### config.mk
export PLATFORM = sky130hd
export DESIGN_NAME = lsu
export DESIGN_NICKNAME = d
export VERILOG_FILES = /design/src/hdl/lsu_pkg.sv /design/src/hdl/lsu_store_align.sv /design/src/hdl/lsu.sv
export SDC_FILE = /design/constraint.sdc
export NUM_CORES = 1
export LEC_CHECK = 0
export ABC_AREA = 1
export BUFFER_PORTS_ARGS = -buffer_cell sky130_fd_sc_hd__clkbuf_2
export CAP_MARGIN = 20
export CORE_AREA = 5 5 124 126
export DETAILED_ROUTE_END_ITERATION = 10
export DIE_AREA = 0 0 129 131
export PLACE_DENSITY = 0.76
export SLEW_MARGIN = 20
export SYNTH_ARGS = -nofsm -noshare
export SYNTH_HDL_FRONTEND = slang
export SYNTH_SLANG_ARGS = --single-unit
### constraint.sdc
create_clock -name clock -period 5.4 [get_ports clock]
set_input_delay 1.08 -clock clock [delete_from_list [all_inputs] [get_ports clock]]
set_output_delay 1.08 -clock clock [all_outputs]
set_load 0.01 [all_outputs]
### src/hdl/lsu_pkg.sv
package lsu_pkg;

    // ~~~~~~~~~~~~~~~~~~~~~~~~~~~~~~~~~~~~~~~~~~~~~~~~~~~~~~~~~~~~~~~~~~~~~~~~~
    // Vector types
    // ~~~~~~~~~~~~~~~~~~~~~~~~~~~~~~~~~~~~~~~~~~~~~~~~~~~~~~~~~~~~~~~~~~~~~~~~~
    typedef logic [31:0] word_t;       // Data word or byte address
    typedef logic [7:0]  inst_type_t;  // Instruction class from decode
    typedef logic [7:0]  lsu_op_t;     // Memory opcode from decode
    typedef logic [3:0]  strb_t;       // One bit per byte lane
    typedef logic [2:0]  axsize_t;     // AXI transfer size, log2 of bytes
    typedef logic [1:0]  resp_t;       // AXI response code

    // ~~~~~~~~~~~~~~~~~~~~~~~~~~~~~~~~~~~~~~~~~~~~~~~~~~~~~~~~~~~~~~~~~~~~~~~~~
    // Decode encodings
    // ~~~~~~~~~~~~~~~~~~~~~~~~~~~~~~~~~~~~~~~~~~~~~~~~~~~~~~~~~~~~~~~~~~~~~~~~~
    localparam inst_type_t INST_LOAD  = 8'h01;
    localparam inst_type_t INST_STORE = 8'h02;

    localparam lsu_op_t LSU_OP_SB  = 8'h01;
    localparam lsu_op_t LSU_OP_SH  = 8'h02;
    localparam lsu_op_t LSU_OP_SW  = 8'h03;
    localparam lsu_op_t LSU_OP_LB  = 8'h04;
    localparam lsu_op_t LSU_OP_LBU = 8'h05;
    localparam lsu_op_t LSU_OP_LH  = 8'h06;
    localparam lsu_op_t LSU_OP_LHU = 8'h07;
    localparam lsu_op_t LSU_OP_LW  = 8'h08;

    // ~~~~~~~~~~~~~~~~~~~~~~~~~~~~~~~~~~~~~~~~~~~~~~~~~~~~~~~~~~~~~~~~~~~~~~~~~
    // Bus encodings and memory size
    // ~~~~~~~~~~~~~~~~~~~~~~~~~~~~~~~~~~~~~~~~~~~~~~~~~~~~~~~~~~~~~~~~~~~~~~~~~
    localparam axsize_t SIZE_BYTE = 3'd0;
    localparam axsize_t SIZE_HALF = 3'd1;
    localparam axsize_t SIZE_WORD = 3'd2;

    localparam resp_t RESP_OKAY   = 2'd0;
    localparam resp_t RESP_SLVERR = 2'd2;

    localparam logic [1:0] BURST_INCR = 2'b01;

    localparam int RAM_WORDS   = 1024;  // Byte addresses from 4*RAM_WORDS up fail
    localparam int RAM_INDEX_W = 10;    // log2 of RAM_WORDS

endpackage

### src/hdl/lsu_store_align.sv
`timescale 1ns/1ps

module lsu_store_align (
    input  lsu_pkg::lsu_op_t lsu_op_i,
    input  lsu_pkg::word_t   address_i,
    input  lsu_pkg::word_t   store_data_i,
    output logic [1:0]       byte_lane_o,
    output logic             misaligned_o,
    output lsu_pkg::word_t   wdata_o,
    output lsu_pkg::strb_t   wstrb_o,
    output lsu_pkg::axsize_t size_o
);
    import lsu_pkg::*;

    logic [4:0] lane_shift;

    assign byte_lane_o = address_i[1:0];
    assign lane_shift  = {address_i[1:0], 3'b000};  // Bit offset of the addressed lane

    // Halfwords need an even lane, words need lane zero
    always_comb begin
        case (lsu_op_i)
            LSU_OP_SH, LSU_OP_LH, LSU_OP_LHU: misaligned_o = address_i[0];
            LSU_OP_SW, LSU_OP_LW:             misaligned_o = (address_i[1:0] != 2'b00);
            default:                          misaligned_o = 1'b0;
        endcase
    end

    always_comb begin
        case (lsu_op_i)
            LSU_OP_SB, LSU_OP_LB, LSU_OP_LBU: size_o = SIZE_BYTE;
            LSU_OP_SH, LSU_OP_LH, LSU_OP_LHU: size_o = SIZE_HALF;
            LSU_OP_SW, LSU_OP_LW:             size_o = SIZE_WORD;
            default:                          size_o = SIZE_BYTE;
        endcase
    end

    // Store data moves up to its lane and the strobe follows it
    always_comb begin
        case (lsu_op_i)
            LSU_OP_SB: begin
                wdata_o = {24'h0, store_data_i[7:0]} << lane_shift;
                wstrb_o = 4'b0001 << address_i[1:0];
            end
            LSU_OP_SH: begin
                wdata_o = {16'h0, store_data_i[15:0]} << lane_shift;
                wstrb_o = 4'b0011 << address_i[1:0];
            end
            LSU_OP_SW: begin
                wdata_o = store_data_i;
                wstrb_o = 4'b1111;
            end
            default: begin
                wdata_o = '0;  // Loads write nothing
                wstrb_o = '0;
            end
        endcase
    end

endmodule

### src/hdl/lsu.sv
`timescale 1ns/1ps

module lsu (
    input  logic                 clock,
    input  logic                 reset,
    // Core side
    input  lsu_pkg::inst_type_t  inst_type_i,
    input  lsu_pkg::lsu_op_t     lsu_op_i,
    input  lsu_pkg::word_t       imm_i,
    input  lsu_pkg::word_t       rdata1_i,
    input  lsu_pkg::word_t       rdata2_i,
    input  logic                 access_begin_i,
    output logic                 access_done_o,
    output logic                 access_error_o,
    output lsu_pkg::word_t       mem_result_o,
    // Write address channel
    output logic                 awvalid_o,
    output lsu_pkg::word_t       awaddr_o,
    output lsu_pkg::axsize_t     awsize_o,
    output logic [1:0]           awburst_o,
    output logic [3:0]           awid_o,
    output logic [7:0]           awlen_o,
    input  logic                 awready_i,
    // Write data channel
    output logic                 wvalid_o,
    output lsu_pkg::word_t       wdata_o,
    output lsu_pkg::strb_t       wstrb_o,
    output logic                 wlast_o,
    input  logic                 wready_i,
    // Write response channel
    output logic                 bready_o,
    input  logic                 bvalid_i,
    input  lsu_pkg::resp_t       bresp_i,
    // Read address channel
    output logic                 arvalid_o,
    output lsu_pkg::word_t       araddr_o,
    output lsu_pkg::axsize_t     arsize_o,
    output logic [1:0]           arburst_o,
    output logic [3:0]           arid_o,
    output logic [7:0]           arlen_o,
    input  logic                 arready_i,
    // Read data channel
    output logic                 rready_o,
    input  logic                 rvalid_i,
    input  lsu_pkg::resp_t       rresp_i,
    input  lsu_pkg::word_t       rdata_i,
    input  logic                 rlast_i
);
    import lsu_pkg::*;

    typedef enum logic [2:0] {
        IDLE,
        MISALIGN_DONE,
        WAIT_AW,
        WAIT_B,
        WAIT_AR,
        WAIT_R
    } state_t;

    state_t     state;
    state_t     state_next;
    word_t      address;
    word_t      lane_data;
    word_t      load_value;
    logic [1:0] byte_lane;
    logic       misaligned;
    axsize_t    xfer_size;
    logic       read_err;
    logic       write_err;

    assign address = rdata1_i + imm_i;  // Effective address

    lsu_store_align u_align (
        .lsu_op_i     (lsu_op_i),
        .address_i    (address),
        .store_data_i (rdata2_i),
        .byte_lane_o  (byte_lane),
        .misaligned_o (misaligned),
        .wdata_o      (wdata_o),
        .wstrb_o      (wstrb_o),
        .size_o       (xfer_size)
    );

    // ~~~~~~~~~~~~~~~~~~~~~~~~~~~~~~~~~~~~~~~~~~~~~~~~~~~~~~~~~~~~~~~~~~~~~~~~~
    // Access FSM
    // ~~~~~~~~~~~~~~~~~~~~~~~~~~~~~~~~~~~~~~~~~~~~~~~~~~~~~~~~~~~~~~~~~~~~~~~~~
    always_ff @(posedge clock) begin
        if (reset) begin
            state <= IDLE;
        end else begin
            state <= state_next;
        end
    end

    always_comb begin
        state_next = state;
        case (state)
            IDLE: begin
                if (access_begin_i && (inst_type_i == INST_LOAD || inst_type_i == INST_STORE)) begin
                    if (misaligned) begin
                        state_next = MISALIGN_DONE;  // Finish without touching the bus
                    end else if (inst_type_i == INST_LOAD) begin
                        state_next = WAIT_AR;
                    end else begin
                        state_next = WAIT_AW;
                    end
                end
            end
            MISALIGN_DONE: state_next = IDLE;
            WAIT_AW:       if (awready_i && wready_i) state_next = WAIT_B;
            WAIT_B:        if (bvalid_i) state_next = IDLE;
            WAIT_AR:       if (arready_i) state_next = WAIT_R;
            WAIT_R:        if (rvalid_i) state_next = IDLE;
            default:       state_next = IDLE;
        endcase
    end

    // ~~~~~~~~~~~~~~~~~~~~~~~~~~~~~~~~~~~~~~~~~~~~~~~~~~~~~~~~~~~~~~~~~~~~~~~~~
    // Bus channels
    // ~~~~~~~~~~~~~~~~~~~~~~~~~~~~~~~~~~~~~~~~~~~~~~~~~~~~~~~~~~~~~~~~~~~~~~~~~
    assign awvalid_o = (state == WAIT_AW);
    assign awaddr_o  = address;
    assign awsize_o  = xfer_size;
    assign awburst_o = BURST_INCR;
    assign awid_o    = 4'd0;
    assign awlen_o   = 8'd0;   // Single beat

    assign wvalid_o  = (state == WAIT_AW);  // Raised together with awvalid
    assign wlast_o   = 1'b1;
    assign bready_o  = (state == WAIT_B);

    assign arvalid_o = (state == WAIT_AR);
    assign araddr_o  = address;
    assign arsize_o  = xfer_size;
    assign arburst_o = BURST_INCR;
    assign arid_o    = 4'd0;
    assign arlen_o   = 8'd0;
    assign rready_o  = (state == WAIT_R);

    // ~~~~~~~~~~~~~~~~~~~~~~~~~~~~~~~~~~~~~~~~~~~~~~~~~~~~~~~~~~~~~~~~~~~~~~~~~
    // Completion and load result
    // ~~~~~~~~~~~~~~~~~~~~~~~~~~~~~~~~~~~~~~~~~~~~~~~~~~~~~~~~~~~~~~~~~~~~~~~~~
    assign write_err = (bresp_i != RESP_OKAY);
    assign read_err  = (rresp_i != RESP_OKAY) || !rlast_i;  // A single beat must be the last

    assign access_done_o  = (state == MISALIGN_DONE) ||
                            (state == WAIT_B && bvalid_i) ||
                            (state == WAIT_R && rvalid_i);
    assign access_error_o = (state == MISALIGN_DONE) ||
                            (state == WAIT_B && bvalid_i && write_err) ||
                            (state == WAIT_R && rvalid_i && read_err);

    // Addressed lane comes down to bit zero before extension
    always_comb begin
        lane_data = rdata_i >> {byte_lane, 3'b000};
        case (lsu_op_i)
            LSU_OP_LB:  load_value = {{24{lane_data[7]}}, lane_data[7:0]};
            LSU_OP_LBU: load_value = {24'h0, lane_data[7:0]};
            LSU_OP_LH:  load_value = {{16{lane_data[15]}}, lane_data[15:0]};
            LSU_OP_LHU: load_value = {16'h0, lane_data[15:0]};
            default:    load_value = rdata_i;  // LW
        endcase
    end

    always_ff @(posedge clock) begin
        if (reset) begin
            mem_result_o <= '0;
        end else if (state == WAIT_R && rvalid_i && !read_err) begin
            mem_result_o <= load_value;  // Failed reads keep the old result
        end
    end

endmodule

Word level (Yosys, flattened, before mapping):

Memories as Yosys holds them, arrays and structs flattened.
Cells that the tools add are included.

* memory bits (read-only): 32
* bits in registers: 35
* memories: 1
* output and inout bits: 174
* memory bits (writable): 0
* word-level logic and storage cells: 65
* latch bits: 0
* input bits: 157

* magnitude comparators: 0
* equality and inequality tests: 20
* multiplexer cells: 13
* $mul: 0
* add/sub/neg operators: 1
* reductions and logical operators: 23
* shifts and indexed selects: 5
* bitwise gates (word level): 0
* divide/modulo/power cells: 0

Memory list
* (no name shown): words 16, width 2, rd ports 1, clocked after Yosys merged registers in 0, write ports 0, line lsu_store_align.sv:30 `case (lsu_op_i)`

Operators with widths (number)
* case mux 32 bit (4 select lines): 1
* case mux 32 bit (3 select lines): 1
* adder 32 bit: 1
* == test 8 x 3 -> 1 bit (second input constant): 4
* left shift 16 x 5 -> 32 bit: 1
* left shift 8 x 5 -> 32 bit: 1
* right shift 32 x 5 -> 16 bit: 1
* == test 8 x 2 -> 1 bit (second input constant): 3
* two-way mux 3 bit: 8
* == test 8 x 1 -> 1 bit (second input constant): 2
* case mux 3 bit (5 select lines): 1
* case mux 4 bit (3 select lines): 1
* == test 8 x 4 -> 1 bit (second input constant): 1
* inequality test 2 x 1 -> 1 bit (second input constant): 4
* logical AND 1 bit: 7
* == test 3 x 2 -> 1 bit (second input constant): 2
* == test 3 bit (second input constant): 2
* logical OR 1 bit: 6
* nonzero test 2 bit: 3
* AND reduction 5 bit: 1
* zero test 4 bit: 1
* left shift 1 x 2 -> 4 bit (first input constant): 1
* left shift 2 x 2 -> 4 bit (first input constant): 1
* == test 3 x 1 -> 1 bit (second input constant): 1
* 6 further kinds: 7

Longest topological paths before layout:

Gate-level depths: netlist (run 1).

* depth in word-level cells: 6
* mapped depth: 12
* gate-level depth less buffers: 11

By module:

Synthesis (run 1) repeated with hierarchy kept, for this count alone.

* cell total of the unflattened synthesis: 1136
* area total of the unflattened synthesis: 6049.6 um^2

By module, submodules not included
* lsu: times used 1, seq. area each 700.7 um^2, cells each 941, area each 5059.9 um^2
* lsu_store_align: times used 1, seq. area each 0.0 um^2, cells each 195, area each 989.7 um^2

Worst setup path before layout (run 1):

OpenSTA, ideal clock, no wires.

* path kind: input -> output
* start: input imm_i[0]
* end: output wdata_o[0]
* cell stages on the path: 9
* data required time: 4.320 ns
* arrival time: 2.924 ns
* path buffers: 2
* setup slack: 1.396 ns
* cell sequence: ha_1 -> fa_1 -> clkbuf_2 -> inv_2 -> nand2_1 -> buf_2 -> o21ai_1 -> inv_1 -> nor2_1

* word-level cells in the longest chain between the ends: 3
* elaborated cells between the ends (all ways): 4
* those cells by class: add/sub: 1; shift: 2; mux: 1

RTL lines
* from (decl): line lsu.sv:9 `input lsu_pkg::word_t imm_i,`
* adder 32 bit (*): line lsu.sv:71 `assign address = rdata1_i + imm_i;`
* net araddr_o[1]: line lsu.sv:36 `output lsu_pkg::word_t araddr_o,`
* left shift 16 x 5 -> 32 bit or left shift 8 x 5 -> 32 bit (tied branches): line lsu_store_align.sv:46, lsu_store_align.sv:42
* case mux 32 bit (3 select lines) (*): line lsu_store_align.sv:40 `case (lsu_op_i)`
* to (decl): line lsu.sv:26 `output lsu_pkg::word_t wdata_o,`

Mark *: on every way through the listed nets, which the timed path passes. The rest lies on a longest branch.

Worst setup path after layout (run 1):

* start: input imm_i[0]
* end: output wdata_o[4]

* word-level cells in the longest chain between the ends: 3
* elaborated cells between the ends (all ways): 4
* those cells by class: add/sub: 1; shift: 2; mux: 1

RTL lines (line)
* adder 32 bit (*): lsu.sv:71
* left shift 16 x 5 -> 32 bit or left shift 8 x 5 -> 32 bit (tied branches): lsu_store_align.sv:46, lsu_store_align.sv:42
* case mux 32 bit (3 select lines) (*): lsu_store_align.sv:40

Mark *: on every way between the ends. The rest lies on a longest branch, timed or not.

==> impl_metrics.csv, run 1 <==
group,metric,value,unit
outcome,status,"finished clean",
yosys,synth_top_area_cell,"nand2_1",
final_layout,multi_input_area,3870,sq um
worst_setup_path,cpMostUsedCell,"clkbuf_2",
worst_setup_path,slowest_delay,0.50,ns
clock_network,post_cts_buffers,0,
global_route,grt_pass1_vias,6585,
place,io_buffers,299,
sta,finalCritPeriodShare,0.838,
drt,drt_iter0_drc,486,
yosys,syn_inst,1096,
worst_setup_path,worstSetupPathType,"input port to output port",
worst_setup_path,crit_fanout,13,
worst_setup_path,critPathArrivalTime,3.45,ns
drt,postRouteAntennaNets,0,
clock_network,clockBufferDepth,2,
sta,tightest_slew,0.958,ns
yosys,yosysSeqAreaShare,0.121,
final_layout,area_delta_synth_final,24.2,%
power,p_per_area,182,nW/um^2
final_layout,final_cell_mix,"344 x nand2_1, 299 x clkbuf_2, 175 x inv_1, 129 x nor2_1, 71 x o21ai_0",
job,maxCapViolCount,0,
sta,finalHoldViolations,0,
power,irDropWorstVdd,0.108,mV
global_route,grt_max_degree,65,
final_layout,register_area,701,sq um
die,die-area,16900,sq um
sta,maxSlewViolCount,0,
drt,wirelength,20900,microns
yosys,synth_top_area_frac,0.223,
worst_setup_path,required,4.32,ns
clock_network,cts_hold_buf,0,
die,core_area,14200,sq um
sta,fin_ws,0.873,ns
final_layout,num_antenna_cells,0,
place,place_congestion,0.967,
worst_setup_path,crit_buf_inv,4,
place,preCtsSetupSlack,0.935,ns
sta,setup_viol,0,
clock_network,tritoncts,"yes",
final_layout,layout_commonest_cell,"nand2_1",
global_route,overflow,0,
clock_network,h-tree-depth,2,
hold_path,hp-class,"flop to flop",
clock_network,cts_root_buf,"clkbuf_16",
die,start_util,0.407,
yosys,synthTopCellsByArea,"nand2_1 22%, dfxtp_1 12%, inv_1 11%",
final_layout,drive_gt1_frac,0.245,
yosys,synth.avg_cell_area,5.27,sq um
clock_network,post_cts_resized,0,
sta,finClkSkew,0.00374,ns
worst_setup_path,r2r_slack,3.45,ns
worst_setup_path,end_kind,"output port",
die,fp-row-count,44,
final_layout,fillers,1588,
drt,vias,7453,
power,leakage,4.51,nW
worst_setup_path,cpMaxStageDelayCell,"fa_1",
yosys,synth.distinct_cells,37,
sta,setup_tns,0,ns
sta,slew_headroom,0.361,
global_route,antenna_found_initial,0,
clock_network,path_clk_slew,0.05,ns
clock_network,insertion_delay,0.28,ns
sta,rsz0062_at_grt,"false",
drt,drt-wirelength-per-cell,13.7,microns
power,power,0.00131,W
yosys,yosys_warnings,0,
die,die-height,131,microns
yosys,ys_ff_latch,35,
worst_setup_path,crit_chain,"clkbuf_2 > ha_1 > fa_1 > inv_2 > nand2_1 > o21ai_1 > inv_1 > nor2_1 > clkbuf_2",
place,dp_hpwl,17900,microns
clock_network,clock_sinks,35,
worst_setup_path,critical_path.top_delay_family,"adder cells",
global_route,grt_pass1_wl,31200,microns
drt,viasPerCell,4.88,
sta,max_freq,0.221,GHz
final_layout,final_nets,1532,
clock_network,cts_buffers,5,
sta,post-route-min-period,4.53,ns
worst_setup_path,cp-start-kind,"input port",
die,ioPinCount,331,
drt,drc,0,
global_route,grt_usage,0.226,
yosys,synth_area,5780,sq um
drt,dr.pass1.iters,5,
die,die_x,129,microns
==> where the power goes <==
group | total (W) | switching [W] | internal (W)
sequential | 0.000271 | 0.00000715 | 0.000264
combinational | 0.000697 | 0.000445 | 0.000251
clock | 0.000338 | 0.000109 | 0.000229
==> metrics by stage <==
step | cells | instance area [sq um] | utilization | hold WS, ns
floorplan | 1125 | 5890 | - | 0.522
global placement | 1520 | 7000 | 0.493 | 0.498
detailed placement | 1520 | 7000 | 0.493 | 0.506
CTS | 1528 | 7180 | 0.505 | 0.522
global route | 1528 | 7180 | 0.505 | 0.546
finish | 1528 | 7180 | 0.505 | 0.513
==> cell families (layout without fill, tap and decap cells) <==
group,after synthesis,after routing,synth area share
flip-flops,35,35,0.121
other,2,31,0.00130
adder cells (fa/ha/maj),32,32,0.0706
AND/OR/NAND/NOR,561,561,0.398
buffers and inverters,272,491,0.228
XOR/XNOR,15,15,0.0227
AO/OA/AOI/OAI,179,179,0.159
==> cells in the mapped netlist, drive strengths merged <==
master / n
nand2: 348
or2: 2
and2: 4
nand3: 46
dfxtp: 35
xnor2: 1
o21bai: 2
o21ai: 104
ha: 31
nor3: 10
conb: 2
xor2: 14
o211ai: 1
buf: 81
a31oi: 1
o22ai: 8
nand3b: 2
fa: 1
a21oi: 62
a21o: 1
nand4: 12
nor2: 134
and3: 3
inv: 180
clkbuf: 11
==> state kept, by name (all words and copies together), names as in the netlist <==
| signal | count |
|---|---|
| mem_result_o | 32 |
| state | 3 |
==> worst register-to-register path: cells and delay by family, from the launching register on <==
| family | cells | cell delay [ns] |
|---|---|---|
| AO/OA/AOI/OAI | 1 | 0.14 |
| buffers and inverters | 1 | 0.11 |
| flip-flops | 1 | 0.43 |
| AND/OR/NAND/NOR | 5 | 1.17 |
==> path summary, 6_finish.rpt <==
path,start,end,cells past startpoint
max,imm_i[0],wdata_o[4],9
min,mem_result_o[15],mem_result_o[15],2
max reg2reg,state[2],mem_result_o[15],7
min reg2reg,mem_result_o[15],mem_result_o[15],2
==> per-layer routing <==
metal	track usage	vias to the layer above	wire length, microns
met4	0.0593	0	491
li1	-	3822	-
met1	0.282	3231	8720
met3	0.0268	49	1580
met5	0	-	0
met2	0.413	351	10100
==> layout make-up <==
type | count | area share
sequential | 35 | 0.0976
inverter | 180 | 0.0941
clock inverter | 2 | 0.00488
clock buffer | 6 | 0.0193
timing repair buffer | 303 | 0.213
tap | 184 | 0.0321
multi-input combinational | 818 | 0.539
Power figures use the tool's default switching activity.
==> run 2: changes to the inputs <==
--- a/config.mk
+++ b/config.mk
@@ -8,10 +8,10 @@
 export ABC_AREA = 1
 export BUFFER_PORTS_ARGS = -buffer_cell sky130_fd_sc_hd__clkbuf_2
 export CAP_MARGIN = 20
-export CORE_AREA = 5 5 124 126
+export CORE_AREA = 5 5 125 127
 export DETAILED_ROUTE_END_ITERATION = 10
-export DIE_AREA = 0 0 129 131
-export PLACE_DENSITY = 0.76
+export DIE_AREA = 0 0 130 132
+export PLACE_DENSITY = 0.75
 export SLEW_MARGIN = 20
 export SYNTH_ARGS = -nofsm -noshare
 export SYNTH_HDL_FRONTEND = slang
==> constraint.sdc (replaced) <==
create_clock -name clock -period 4.68 [get_ports clock]
set_input_delay 0.936 -clock clock [delete_from_list [all_inputs] [get_ports clock]]
set_output_delay 0.936 -clock clock [all_outputs]
set_load 0.01 [all_outputs]
==> run 2 against run 1 <==
Against the previous run:
- sequential share of layout area about the same
- non-clock buffer count is 1 higher
- sequential power increased by 15%
- largest power group unchanged
- combinational power grew 16%
- clock power is 4% lower
- critical path depth did not move
- design area decreased by 0.31%
- flip-flop and latch count is the same
- register-to-register slack lost 0.71 ns
- global-route usage increased by 0.45 points
- clock skew down 0.00079 ns
- critical path type unchanged
- routed wire length rose by 2.9%
==> impl_metrics.csv, run 2 (synthesized netlist as in run 1, its figures left out) <==
group,metric,value,unit
worst_setup_path,end_kind,"output port",
worst_setup_path,cp-start-kind,"input port",
power,power_frac_seq,0.217,
sta,finalCritPeriodShare,0.873,
global_route,grt_pass1_wl,32500,microns
final_layout,final_cell_mix,"344 x nand2_1, 299 x clkbuf_2, 175 x inv_1, 129 x nor2_1, 71 x o21ai_0",
place,place_congestion,0.979,
sta,tightest_slew,0.996,ns
clock_network,tritoncts,"yes",
worst_setup_path,required,3.74,ns
final_layout,final_nets,1533,
drt,postRouteAntennaNets,0,
job,maxCapViolCount,0,
final_layout,drive_gt1_frac,0.245,
drt,viasPerCell,4.80,
final_layout,largestRegisters,"mem_result_o (32), state (3)",
global_route,grt_pass1_vias,6624,
global_route,grt_max_degree,65,
worst_setup_path,crit_fanout,13,
drt,dr.pass1.iters,6,
clock_network,post_cts_buffers,0,
power,pwr-share-clk,0.224,
power,p_per_area,202,nW/um^2
sta,post-route-min-period,4.09,ns
global_route,overflow,0,
die,die_x,130,microns
place,dp_hpwl,18300,microns
die,start_util,0.404,
die,die-height,132,microns
power,p_sw_frac,0.444,
clock_network,cts_root_buf,"clkbuf_16",
final_layout,layout_commonest_cell,"nand2_1",
worst_setup_path,worstSetupPathType,"input port to output port",
final_layout,area_delta_synth_final,23.8,%
sta,timing.hold.ws,0.519,ns
global_route,grt_usage,0.231,
clock_network,clock_sinks,35,
worst_setup_path,critPathArrivalTime,3.15,ns
power,p_int,0.000802,W
die,die-area,17200,sq um
sta,finalHoldViolations,0,
final_layout,num_antenna_cells,0,
drt,drt_iter0_drc,643,
final_layout,largest_reg_flops,32,
clock_network,path_clk_slew,0.05,ns
drt,wirelength,21500,microns
die,core_area,14300,sq um
drt,drc,0,
drt,vias,7341,
sta,max_freq,0.245,GHz
final_layout,regMostFlops,"mem_result_o",
place,io_buffers,299,
sta,finClkSkew,0.00295,ns
die,fp-row-count,44,
hold_path,hp-class,"flop to flop",
sta,setup_viol,0,
clock_network,cts_hold_buf,0,
power,pwr-share-comb,0.559,
clock_network,clockBufferDepth,2,
sta,slew_headroom,0.335,
power,leakage,4.50,nW
outcome,status,"finished clean",
sta,setup_tns,0,ns
power,switchingPower,0.000641,W
sta,rsz0062_at_grt,"false",
clock_network,post_cts_resized,0,
sta,maxSlewViolCount,0,
drt,drt-wirelength-per-cell,14.0,microns
clock_network,cts_buffers,5,
clock_network,h-tree-depth,2,
final_layout,fillers,1568,
die,ioPinCount,331,
clock_network,insertion_delay,0.27,ns
power,irDropWorstVdd,0.143,mV
global_route,antenna_found_initial,0,
==> run 2: final cells by class <==
type / count / area, sq um / share of cell area
inverters: 180 / 676 / 0.0944
flip-flops and latches: 35 / 701 / 0.0979
repair buffers: 304 / 1530 / 0.214
clock buffers: 6 / 139 / 0.0194
multi-input cells: 818 / 3870 / 0.541
clock inverters: 1 / 5.00 / 0.000699
well taps: 184 / 230 / 0.0322
==> run 2: per-layer routing <==
metal,vias up,track usage,share of wire
li1,3826,-,-
met1,3144,0.289,0.41
met2,336,0.415,0.49
met3,35,0.0336,0.077
met4,0,0.0502,0.020
met5,-,0,0
==> run 2: metrics by stage <==
step | std cells | cell area (sq um) | power, W | utilization | setup slack [ns]
after floorplan | 1125 | 5890 | 0.000913 | - | 0.964
after global placement | 1521 | 7010 | 0.00112 | 0.490 | 0.680
after detailed placement | 1521 | 7010 | 0.00112 | 0.490 | 0.641
after CTS | 1528 | 7160 | 0.00145 | 0.500 | 0.627
after global routing | 1528 | 7160 | 0.00156 | 0.500 | 0.520
final | 1528 | 7160 | 0.00144 | 0.500 | 0.594
==> run 2: worst paths after layout <==
path | startpoint | end | slack, ns | cells after the start
setup / recovery | imm_i[0] | wdata_o[4] | 0.59 | 9
hold / removal | mem_result_o[2] | mem_result_o[2] | 0.52 | 2
setup reg to reg | state[2] | mem_result_o[14] | 2.74 | 7
hold reg to reg | mem_result_o[2] | mem_result_o[2] | 0.52 | 2
==> run 2: power by group through the flow <==
stage	registers (W)	clock network, W	logic (W)
after floorplan	0.000318	0	0.000594
after global placement	0.000319	0	0.000800
after detailed placement	0.000319	0	0.000802
after CTS	0.000313	0.000330	0.000807
after global routing	0.000314	0.000345	0.000902
final	0.000313	0.000324	0.000807
==> run 2: worst max-delay path: stages <==
cell      delay (ns)
clkbuf_2        0.09
ha_1            0.26
fa_1            0.49
inv_2           0.23
nand2_1         0.31
o21ai_1         0.26
inv_1           0.19
nor2_1          0.22
clkbuf_2        0.17
